<file path="src/common/pipe_cfg.svh">
// Sizes are fixed at compile time; PIPE_PHYS_BITS and PIPE_ADDR_BITS must match log2 of the counts
`ifndef PIPE_CFG_SVH
`define PIPE_CFG_SVH

// Data path word
`define PIPE_DATA_WIDTH 32

// Physical register file
`define PIPE_PHYS_REGS 32
`define PIPE_PHYS_BITS 5

// Word addressed data memory
`define PIPE_MEM_WORDS 64
`define PIPE_ADDR_BITS 6
`define PIPE_IMM_WIDTH 16

`endif
</file>
<file path="src/common/pipe_pkg.sv">
// Types only; widths come from pipe_cfg.svh, which must be on the include path
`default_nettype none

`include "pipe_cfg.svh"

package pipe_pkg;

	// Operand and result word
	typedef logic [`PIPE_DATA_WIDTH-1:0] data_word_t;

	// Index into the physical register file
	typedef logic [`PIPE_PHYS_BITS-1:0] phys_idx_t;

	// Word address into the data memory
	typedef logic [`PIPE_ADDR_BITS-1:0] mem_addr_t;

	// Immediate that EX sign extends
	typedef logic signed [`PIPE_IMM_WIDTH-1:0] imm_t;

	// ALU operations
	// Loads and stores use ALU_ADD for the address
	typedef enum logic [2:0] {
		ALU_ADD = 3'd0,
		ALU_SUB = 3'd1,
		ALU_AND = 3'd2,
		ALU_OR  = 3'd3,
		ALU_XOR = 3'd4,
		ALU_SLT = 3'd5
	} alu_op_t;

endpackage

`default_nettype wire

</file>
<file path="src/verilog/operand_pipe_top.sv">
// Three cycle issue-to-writeback latency; issue_ready drops only on a load-use hazard
`timescale 1ns/100ps
`default_nettype none

module operand_pipe_top (
	input  logic                 clk,
	input  logic                 reset,
	input  logic                 issue_valid,
	input  logic                 uses_rs,
	input  logic                 uses_rt,
	input  pipe_pkg::phys_idx_t  rs_phys,
	input  pipe_pkg::phys_idx_t  rt_phys,
	input  logic                 writes_rd,
	input  pipe_pkg::phys_idx_t  rd_phys,
	input  logic                 is_load,
	input  logic                 is_store,
	input  logic                 use_imm,
	input  pipe_pkg::alu_op_t    alu_op,
	input  pipe_pkg::imm_t       imm,
	output logic                 issue_ready,
	output logic                 wb_valid,
	output pipe_pkg::phys_idx_t  wb_phys,
	output pipe_pkg::data_word_t wb_data
);
	import pipe_pkg::*;

	// Register file to forward unit
	data_word_t rs_value, rt_value;
	// Forward unit to read stage
	data_word_t rs_data, rt_data;
	logic       load_hazard;
	// EX stage
	logic       ex_valid, ex_writes, ex_is_load, ex_is_store, ex_use_imm;
	phys_idx_t  ex_rd;
	alu_op_t    ex_op;
	imm_t       ex_imm;
	data_word_t ex_rs_data, ex_rt_data, ex_result;
	// MEM stage
	logic       mem_valid, mem_writes, mem_is_load, mem_is_store;
	phys_idx_t  mem_rd;
	data_word_t mem_alu, mem_store_data, mem_result;

	// WB port writes the file and feeds forwarding
	phys_reg_file phys_reg_file_i (.clk, .reset, .rs_phys, .rt_phys, .rs_value, .rt_value,
		.wr_en(wb_valid), .wr_phys(wb_phys), .wr_data(wb_data));

	forward_unit forward_unit_i (.uses_rs, .uses_rt, .rs_phys, .rt_phys, .rs_value, .rt_value,
		.ex_valid, .ex_writes, .ex_is_load, .ex_rd, .ex_result,
		.mem_valid, .mem_writes, .mem_rd, .mem_result,
		.wb_valid, .wb_phys, .wb_data, .rs_data, .rt_data, .load_hazard);

	read_stage read_stage_i (.clk, .reset, .issue_valid, .writes_rd, .rd_phys, .is_load,
		.is_store, .use_imm, .alu_op, .imm, .rs_data, .rt_data, .load_hazard, .issue_ready,
		.ex_valid, .ex_writes, .ex_is_load, .ex_is_store, .ex_use_imm, .ex_rd, .ex_op,
		.ex_imm, .ex_rs_data, .ex_rt_data);

	alu_stage alu_stage_i (.clk, .reset, .ex_valid, .ex_writes, .ex_is_load, .ex_is_store,
		.ex_use_imm, .ex_rd, .ex_op, .ex_imm, .ex_rs_data, .ex_rt_data, .ex_result,
		.mem_valid, .mem_writes, .mem_is_load, .mem_is_store, .mem_rd, .mem_alu,
		.mem_store_data);

	mem_stage mem_stage_i (.clk, .reset, .mem_valid, .mem_writes, .mem_is_load,
		.mem_is_store, .mem_rd, .mem_alu, .mem_store_data, .mem_result,
		.wb_valid, .wb_phys, .wb_data);

endmodule

`default_nettype wire

</file>
<file path="src/execute/mem_stage.sv">
// Data memory is uninitialized and indexed by the low address bits; upper bits ignored
`timescale 1ns/100ps
`default_nettype none

`include "pipe_cfg.svh"

module mem_stage (
	input  logic                 clk,
	input  logic                 reset,
	input  logic                 mem_valid,
	input  logic                 mem_writes,
	input  logic                 mem_is_load,
	input  logic                 mem_is_store,
	input  pipe_pkg::phys_idx_t  mem_rd,
	input  pipe_pkg::data_word_t mem_alu,
	input  pipe_pkg::data_word_t mem_store_data,
	output pipe_pkg::data_word_t mem_result,
	output logic                 wb_valid,
	output pipe_pkg::phys_idx_t  wb_phys,
	output pipe_pkg::data_word_t wb_data
);
	import pipe_pkg::*;

	data_word_t dmem [`PIPE_MEM_WORDS];
	mem_addr_t  addr;
	logic       store_en;

	assign addr     = mem_alu[`PIPE_ADDR_BITS-1:0];
	assign store_en = mem_valid & mem_is_store;

	// Store lands at the end of the MEM cycle
	always_ff @(posedge clk)
	begin
		if (store_en)
			dmem[addr] <= mem_store_data;
	end

	// Load read is combinational, so forwarding sees it in MEM
	assign mem_result = mem_is_load ? dmem[addr] : mem_alu;

	// Stores never write back
	always_ff @(posedge clk)
	begin
		if (reset)
			wb_valid <= 1'b0;
		else
			wb_valid <= mem_valid & mem_writes & ~mem_is_store;
	end

	always_ff @(posedge clk)
	begin
		wb_phys <= mem_rd;
		wb_data <= mem_result;
	end

endmodule

`default_nettype wire

</file>
<file path="src/execute/alu_stage.sv">
// ALU plus EX/MEM register; immediate sign extended, SLT signed, loads/stores add for the address
`timescale 1ns/100ps
`default_nettype none

`include "pipe_cfg.svh"

module alu_stage (
	input  logic                 clk,
	input  logic                 reset,
	input  logic                 ex_valid,
	input  logic                 ex_writes,
	input  logic                 ex_is_load,
	input  logic                 ex_is_store,
	input  logic                 ex_use_imm,
	input  pipe_pkg::phys_idx_t  ex_rd,
	input  pipe_pkg::alu_op_t    ex_op,
	input  pipe_pkg::imm_t       ex_imm,
	input  pipe_pkg::data_word_t ex_rs_data,
	input  pipe_pkg::data_word_t ex_rt_data,
	output pipe_pkg::data_word_t ex_result,
	output logic                 mem_valid,
	output logic                 mem_writes,
	output logic                 mem_is_load,
	output logic                 mem_is_store,
	output pipe_pkg::phys_idx_t  mem_rd,
	output pipe_pkg::data_word_t mem_alu,
	output pipe_pkg::data_word_t mem_store_data
);
	import pipe_pkg::*;

	data_word_t imm_ext;
	data_word_t op_b;

	// Sign extend immediate to a full word
	assign imm_ext = {{(`PIPE_DATA_WIDTH - `PIPE_IMM_WIDTH){ex_imm[`PIPE_IMM_WIDTH-1]}}, ex_imm};
	assign op_b    = ex_use_imm ? imm_ext : ex_rt_data;

	always_comb
	begin
		case (ex_op)
			ALU_ADD: ex_result = ex_rs_data + op_b;
			ALU_SUB: ex_result = ex_rs_data - op_b;
			ALU_AND: ex_result = ex_rs_data & op_b;
			ALU_OR:  ex_result = ex_rs_data | op_b;
			ALU_XOR: ex_result = ex_rs_data ^ op_b;
			ALU_SLT: ex_result = ($signed(ex_rs_data) < $signed(op_b)) ? 'd1 : '0;
			default: ex_result = '0;
		endcase
	end

	// EX/MEM valid
	always_ff @(posedge clk)
	begin
		if (reset)
			mem_valid <= 1'b0;
		else
			mem_valid <= ex_valid;
	end

	// EX/MEM payload; store data is the rt operand
	always_ff @(posedge clk)
	begin
		mem_writes     <= ex_writes;
		mem_is_load    <= ex_is_load;
		mem_is_store   <= ex_is_store;
		mem_rd         <= ex_rd;
		mem_alu        <= ex_result;
		mem_store_data <= ex_rt_data;
	end

endmodule

`default_nettype wire

</file>
<file path="src/verilog/read_stage.sv">
// Issue to EX register; a load hazard stalls issue for one cycle and sends a bubble to EX
`timescale 1ns/100ps
`default_nettype none

module read_stage (
	input  logic                 clk,
	input  logic                 reset,
	input  logic                 issue_valid,
	input  logic                 writes_rd,
	input  pipe_pkg::phys_idx_t  rd_phys,
	input  logic                 is_load,
	input  logic                 is_store,
	input  logic                 use_imm,
	input  pipe_pkg::alu_op_t    alu_op,
	input  pipe_pkg::imm_t       imm,
	input  pipe_pkg::data_word_t rs_data,
	input  pipe_pkg::data_word_t rt_data,
	input  logic                 load_hazard,
	output logic                 issue_ready,
	output logic                 ex_valid,
	output logic                 ex_writes,
	output logic                 ex_is_load,
	output logic                 ex_is_store,
	output logic                 ex_use_imm,
	output pipe_pkg::phys_idx_t  ex_rd,
	output pipe_pkg::alu_op_t    ex_op,
	output pipe_pkg::imm_t       ex_imm,
	output pipe_pkg::data_word_t ex_rs_data,
	output pipe_pkg::data_word_t ex_rt_data
);
	import pipe_pkg::*;

	logic accept;

	// Only the load hazard stalls issue
	assign issue_ready = ~load_hazard;
	assign accept      = issue_valid & issue_ready;

	// Valid bit; a stall or idle issue leaves a bubble
	always_ff @(posedge clk)
	begin
		if (reset)
			ex_valid <= 1'b0;
		else
			ex_valid <= accept;
	end

	// Payload only meaningful with ex_valid
	always_ff @(posedge clk)
	begin
		if (accept)
		begin
			ex_writes   <= writes_rd;
			ex_is_load  <= is_load;
			ex_is_store <= is_store;
			ex_use_imm  <= use_imm;
			ex_rd       <= rd_phys;
			ex_op       <= alu_op;
			ex_imm      <= imm;
			// Forwarded operands captured here
			ex_rs_data  <= rs_data;
			ex_rt_data  <= rt_data;
		end
	end

	// Memory access is either a load or a store, never both
	a_mem_kind: assert property (@(posedge clk) disable iff (reset)
		accept |-> !(is_load && is_store));

endmodule

`default_nettype wire

</file>
<file path="src/verilog/forward_unit.sv">
// Priority EX > MEM > WB > register file; load hazard checked against the EX load only
`timescale 1ns/100ps
`default_nettype none

module forward_unit (
	input  logic                 uses_rs,
	input  logic                 uses_rt,
	input  pipe_pkg::phys_idx_t  rs_phys,
	input  pipe_pkg::phys_idx_t  rt_phys,
	input  pipe_pkg::data_word_t rs_value,
	input  pipe_pkg::data_word_t rt_value,
	input  logic                 ex_valid,
	input  logic                 ex_writes,
	input  logic                 ex_is_load,
	input  pipe_pkg::phys_idx_t  ex_rd,
	input  pipe_pkg::data_word_t ex_result,
	input  logic                 mem_valid,
	input  logic                 mem_writes,
	input  pipe_pkg::phys_idx_t  mem_rd,
	input  pipe_pkg::data_word_t mem_result,
	input  logic                 wb_valid,
	input  pipe_pkg::phys_idx_t  wb_phys,
	input  pipe_pkg::data_word_t wb_data,
	output pipe_pkg::data_word_t rs_data,
	output pipe_pkg::data_word_t rt_data,
	output logic                 load_hazard
);
	import pipe_pkg::*;

	logic ex_fwd;
	logic mem_fwd;
	logic ex_load;
	logic rs_hit_load;
	logic rt_hit_load;

	// EX result is not ready yet for a load
	assign ex_fwd  = ex_valid & ex_writes & ~ex_is_load;
	assign ex_load = ex_valid & ex_writes & ex_is_load;
	// MEM already carries load data
	assign mem_fwd = mem_valid & mem_writes;

	// Newest source wins for rs
	always_comb
	begin
		if (uses_rs && ex_fwd && ex_rd == rs_phys)
			rs_data = ex_result;
		else if (uses_rs && mem_fwd && mem_rd == rs_phys)
			rs_data = mem_result;
		else if (uses_rs && wb_valid && wb_phys == rs_phys)
			rs_data = wb_data;
		else
			rs_data = rs_value;
	end

	// Same chain for rt
	always_comb
	begin
		if (uses_rt && ex_fwd && ex_rd == rt_phys)
			rt_data = ex_result;
		else if (uses_rt && mem_fwd && mem_rd == rt_phys)
			rt_data = mem_result;
		else if (uses_rt && wb_valid && wb_phys == rt_phys)
			rt_data = wb_data;
		else
			rt_data = rt_value;
	end

	// Load in EX feeding a used source needs one bubble
	assign rs_hit_load = uses_rs & (rs_phys == ex_rd);
	assign rt_hit_load = uses_rt & (rt_phys == ex_rd);
	assign load_hazard = ex_load & (rs_hit_load | rt_hit_load);

endmodule

`default_nettype wire

</file>
<file path="src/verilog/phys_reg_file.sv">
// Two async read ports with no write bypass, so same-cycle writes reach readers via forwarding only
`timescale 1ns/100ps
`default_nettype none

`include "pipe_cfg.svh"

module phys_reg_file (
	input  logic                 clk,
	input  logic                 reset,
	input  pipe_pkg::phys_idx_t  rs_phys,
	input  pipe_pkg::phys_idx_t  rt_phys,
	output pipe_pkg::data_word_t rs_value,
	output pipe_pkg::data_word_t rt_value,
	input  logic                 wr_en,
	input  pipe_pkg::phys_idx_t  wr_phys,
	input  pipe_pkg::data_word_t wr_data
);
	import pipe_pkg::*;

	data_word_t regs [`PIPE_PHYS_REGS];

	// Whole file cleared on reset
	always_ff @(posedge clk)
	begin
		if (reset)
		begin
			for (int i = 0; i < `PIPE_PHYS_REGS; i++)
				regs[i] <= '0;
		end
		else if (wr_en)
		begin
			regs[wr_phys] <= wr_data;
		end
	end

	// Old value seen during a write cycle
	assign rs_value = regs[rs_phys];
	assign rt_value = regs[rt_phys];

	// WB port must name a real register whenever it writes
	a_wr_idx_known: assert property (@(posedge clk) disable iff (reset)
		wr_en |-> !$isunknown(wr_phys));

endmodule

`default_nettype wire

</file>
<file path="config.mk">
export PLATFORM = sky130hd
export DESIGN_NAME = operand_pipe_top
export DESIGN_NICKNAME = d
export VERILOG_FILES = /design/src/common/pipe_pkg.sv /design/src/verilog/operand_pipe_top.sv /design/src/execute/mem_stage.sv /design/src/execute/alu_stage.sv /design/src/verilog/read_stage.sv /design/src/verilog/forward_unit.sv /design/src/verilog/phys_reg_file.sv
export VERILOG_INCLUDE_DIRS = /design/src /design/src/common
export SDC_FILE = /design/constraint.sdc
export NUM_CORES = 2
export LEC_CHECK = 0
export BUFFER_PORTS_ARGS = -buffer_cell sky130_fd_sc_hd__buf_2
export CORE_ASPECT_RATIO = 1.4
export CORE_UTILIZATION = 35
export DETAILED_ROUTE_END_ITERATION = 12
export PLACE_DENSITY_LB_ADDON = 0.1
export SLEW_MARGIN = 20
export SYNTH_ARGS = -nofsm -noshare
export SYNTH_HDL_FRONTEND = slang
export SYNTH_HIERARCHICAL = 1
export SYNTH_SLANG_ARGS = --single-unit
</file>
<file path="constraint.sdc">
create_clock -name clk -period 10.1 [get_ports clk]
set_clock_uncertainty 0.1 [all_clocks]
set_input_delay 1.01 -clock clk [delete_from_list [all_inputs] [get_ports clk]]
set_output_delay 1.01 -clock clk [all_outputs]
set_load 0.01 [all_outputs]
</file>
==> results.toml <==
[status]
status = "finished clean"

[synth]
synth_area_leaders = "edfxtp_1, mux2i_1, and2_1"
synth_common_cells = "edfxtp_1, mux2i_1, and2_1"
synth_top_area_frac = 0.6383
synth_largest_area_cell = "edfxtp_1"
synth_most_common_cell = "edfxtp_1"
ys_types = 104
async_flop_share = 0
synth_warnings = 6
synth.cell_area_sq_um = 148800
yosys_register_bits = 3276
syn_nets = 10400
synth_flop_cell = "edfxtp_1"
syn_area_per_cell_sq_um = 14.51
postSynthCellCount = 10260
ys_seq_area_frac = 0.6534
synth_edf_count = 3164

[route]
wire_per_inst_microns = 37.42
drtIter0Drc = 9934
wl_met3_microns = 33160
drt_pass1_iterations = 8
drc = 0
via_per_inst = 5.914
wl_met2_microns = 308300
postRouteAntennaNets = 0
top_layer = "met5"
via_count = 95370
m1WireLength_microns = 227400
finalWirelength_microns = 603400

[placement]
hpwl_microns = 367500
port_buffers = 81
dp_cells = 15460
post-place-ws_ns = 4.478
place.gp.congestion = 0.8969

[grt]
grt.total_usage = 0.2741
grt_pass1_vias = 94360
grt_antenna_before_repair = 35
grt_max_degree = 113
grt_overflow = 0
grt_pass1_wl_microns = 814400

[timing]
setup_viol = 0
rsz0062_at_grt = "no"
report.final.slew_viol_count = 0
finalWorstSetupSlack_ns = 4.379
setup-tns-final_ns = 0
post-route-period-util = 0.5664
slew-limit-headroom = 0.1456
hold_slack_ns = 0.08097
finalCriticalPeriod_ns = 5.721
fmax_ghz = 0.1748
worst_slew_pin_slew_ns = 1.282
hold_viol_final = 0

[critical_path]
cp_data_arrival_time_ns = 6.47
crit_top_cell = "a21oi_1"
cp_max_fo = 17
r2r_cells = 13
cp.buffers_inverters = 3
required_ns = 10.85
crit_path_cell_trace = "buf_4 > clkinv_1 > a21oi_1 > ha_1 > inv_1 > a21oi_1 > a21boi_0 > o22a_1 > o211ai_1 > a211o_1 > and4_1 > o21ai_1 > o2bb2ai_1"
max_stage_delay_ns = 0.89
rr_startpoint = "read_stage_i/ex_use_imm"
path_class = "register to register"
timing.rr.end = "read_stage_i/ex_rt_data[0]"
cp_slowest_cell = "clkinv_1"
cp-start-kind = "register"
setup.worst_path.end_class = "register"
reg2reg_slack_ns = 4.38
crit_family = "compound AO/OA/AOI/OAI gates"

[floorplan]
die_x_microns = 553.1
start_util = 0.3512
pin_count = 82
rows = 283
core-area_sq_um = 423800
die_h_microns = 773.6
die-area_sq_um = 427900

[cts]
cts_max_path_buffers = 4
cts_buffers = 349
cts_root_buf = "clkbuf_16"
cts_setup_buffers = 0
clk_pin_slew_ns = 0.07
htreeDepth = 5
tritoncts = "done"
ctsHoldBuffers = 0
cts.sinks = 3276
clk_latency_ns = 1.03
cts.repair.resized = 0

[pwr]
ir_drop_uv = 163.0
leakage_nw = 58.09
cellPowerDensity_nw_per_um2 = 205.6
power.total_mw = 34.41

[worst_hold_path]
hold_path_class = "input pin to register"
min_from = "alu_op[1]"
whs_endpoint = "read_stage_i/ex_op[1]"
hold_path_depth = 1

[final_layout]
final-instance-count-excl-fill = 16130
finalNetCount = 10400
drive_gt1_frac = 0.1528
area_growth_pct = 12.43

[flow_run]
drv_cap = 0
==> where the power goes <==
part,switching (mW),internal (mW)
registers,0.200,15.3
clock network,5.76,7.26
logic,4.31,1.55
==> cells by family (layout without fill, tap and decap cells) <==
| group | after synthesis | count (layout) | synth area share |
|---|---|---|---|
| buffers and inverters | 950 | 1241 | 0.03310 |
| and+or+nand+nor | 2251 | 2251 | 0.08247 |
| DFF | 3276 | 3276 | 0.6534 |
| muxes | 1561 | 1561 | 0.1201 |
| other | 0 | 24 | 0 |
| adders and majority gates | 105 | 105 | 0.008928 |
| AOI/OAI and AO/OA | 2062 | 2062 | 0.09894 |
| xor gates and xnor gates | 51 | 51 | 0.003001 |
==> layout make-up <==
class | count | area (sq um)
Fill cell | 39250 | 256500
Sequential cell | 3276 | 97310
Multi-Input combinational cell | 6030 | 47490
Clock buffer | 434 | 9309
Tap cell | 5557 | 6953
Timing Repair Buffer | 489 | 3757
Clock inverter | 212 | 2048
Inverter | 106 | 407.9
Antenna cell | 24 | 60.06
==> flip-flops by register name (all words and copies together), names as in the netlist <==
signal,count
alu_stage_i/mem_alu,32
alu_stage_i/mem_is_load,1
alu_stage_i/mem_is_store,1
alu_stage_i/mem_rd,5
alu_stage_i/mem_store_data,32
alu_stage_i/mem_valid,1
alu_stage_i/mem_writes,1
mem_stage_i/dmem,2048
mem_stage_i/wb_data,32
mem_stage_i/wb_phys,5
mem_stage_i/wb_valid,1
phys_reg_file_i/regs,1024
read_stage_i/ex_imm,16
read_stage_i/ex_is_load,1
read_stage_i/ex_is_store,1
read_stage_i/ex_op,3
read_stage_i/ex_rd,5
read_stage_i/ex_rs_data,32
read_stage_i/ex_rt_data,32
read_stage_i/ex_use_imm,1
read_stage_i/ex_valid,1
read_stage_i/ex_writes,1
==> per-layer routing <==
layer  GRT usage  vias up
met5           0        -
met4      0.1380        4
met3     0.03141     1046
met2      0.4896     4011
met1      0.3245    50510
li1            -    39800
==> metrics by stage <==
stage,instance area (sq um),utilization
2_1_floorplan,148800,-
5_1_grt,167300,0.3947
3_3_place_gp,155800,0.3676
4_1_cts,167300,0.3946
6_report,167300,0.3948
3_5_place_dp,155900,0.3679
==> cell usage in the layout (no fill, tap or decap), types with 86 or more instances in the layout <==
master     count
nor2_1       204
nand3_1      245
mux4_2       164
clkbuf_16    354
mux2i_1     1234
a221oi_1     234
nor3_1        98
ha_1         103
o22ai_1       90
o21ai_0      225
a22oi_1      353
inv_1        100
edfxtp_1    3164
mux2_2       159
and2_1      1056
a21oi_1      422
nand2_1      348
a22o_1       170
a31oi_1       86
buf_4        383
==> worst max-delay path by stage <==
stage                       startpoint                     endpoint  slack (ns)  cells past startpoint
2_1_floorplan               rs_phys[1]       read_stage_i/ex_imm[0]        3.92                      5
3_3_place_gp   read_stage_i/ex_use_imm  read_stage_i/ex_rs_data[31]        4.37                     13
3_5_place_dp    alu_stage_i/mem_alu[1]  read_stage_i/ex_rt_data[18]        4.48                     10
4_1_cts         alu_stage_i/mem_alu[1]  read_stage_i/ex_rt_data[18]        4.43                     10
5_1_grt        read_stage_i/ex_use_imm  read_stage_i/ex_rs_data[31]        4.30                     13
6_report       read_stage_i/ex_use_imm   read_stage_i/ex_rt_data[0]        4.38                     13
Power figures use the tool's default switching activity.
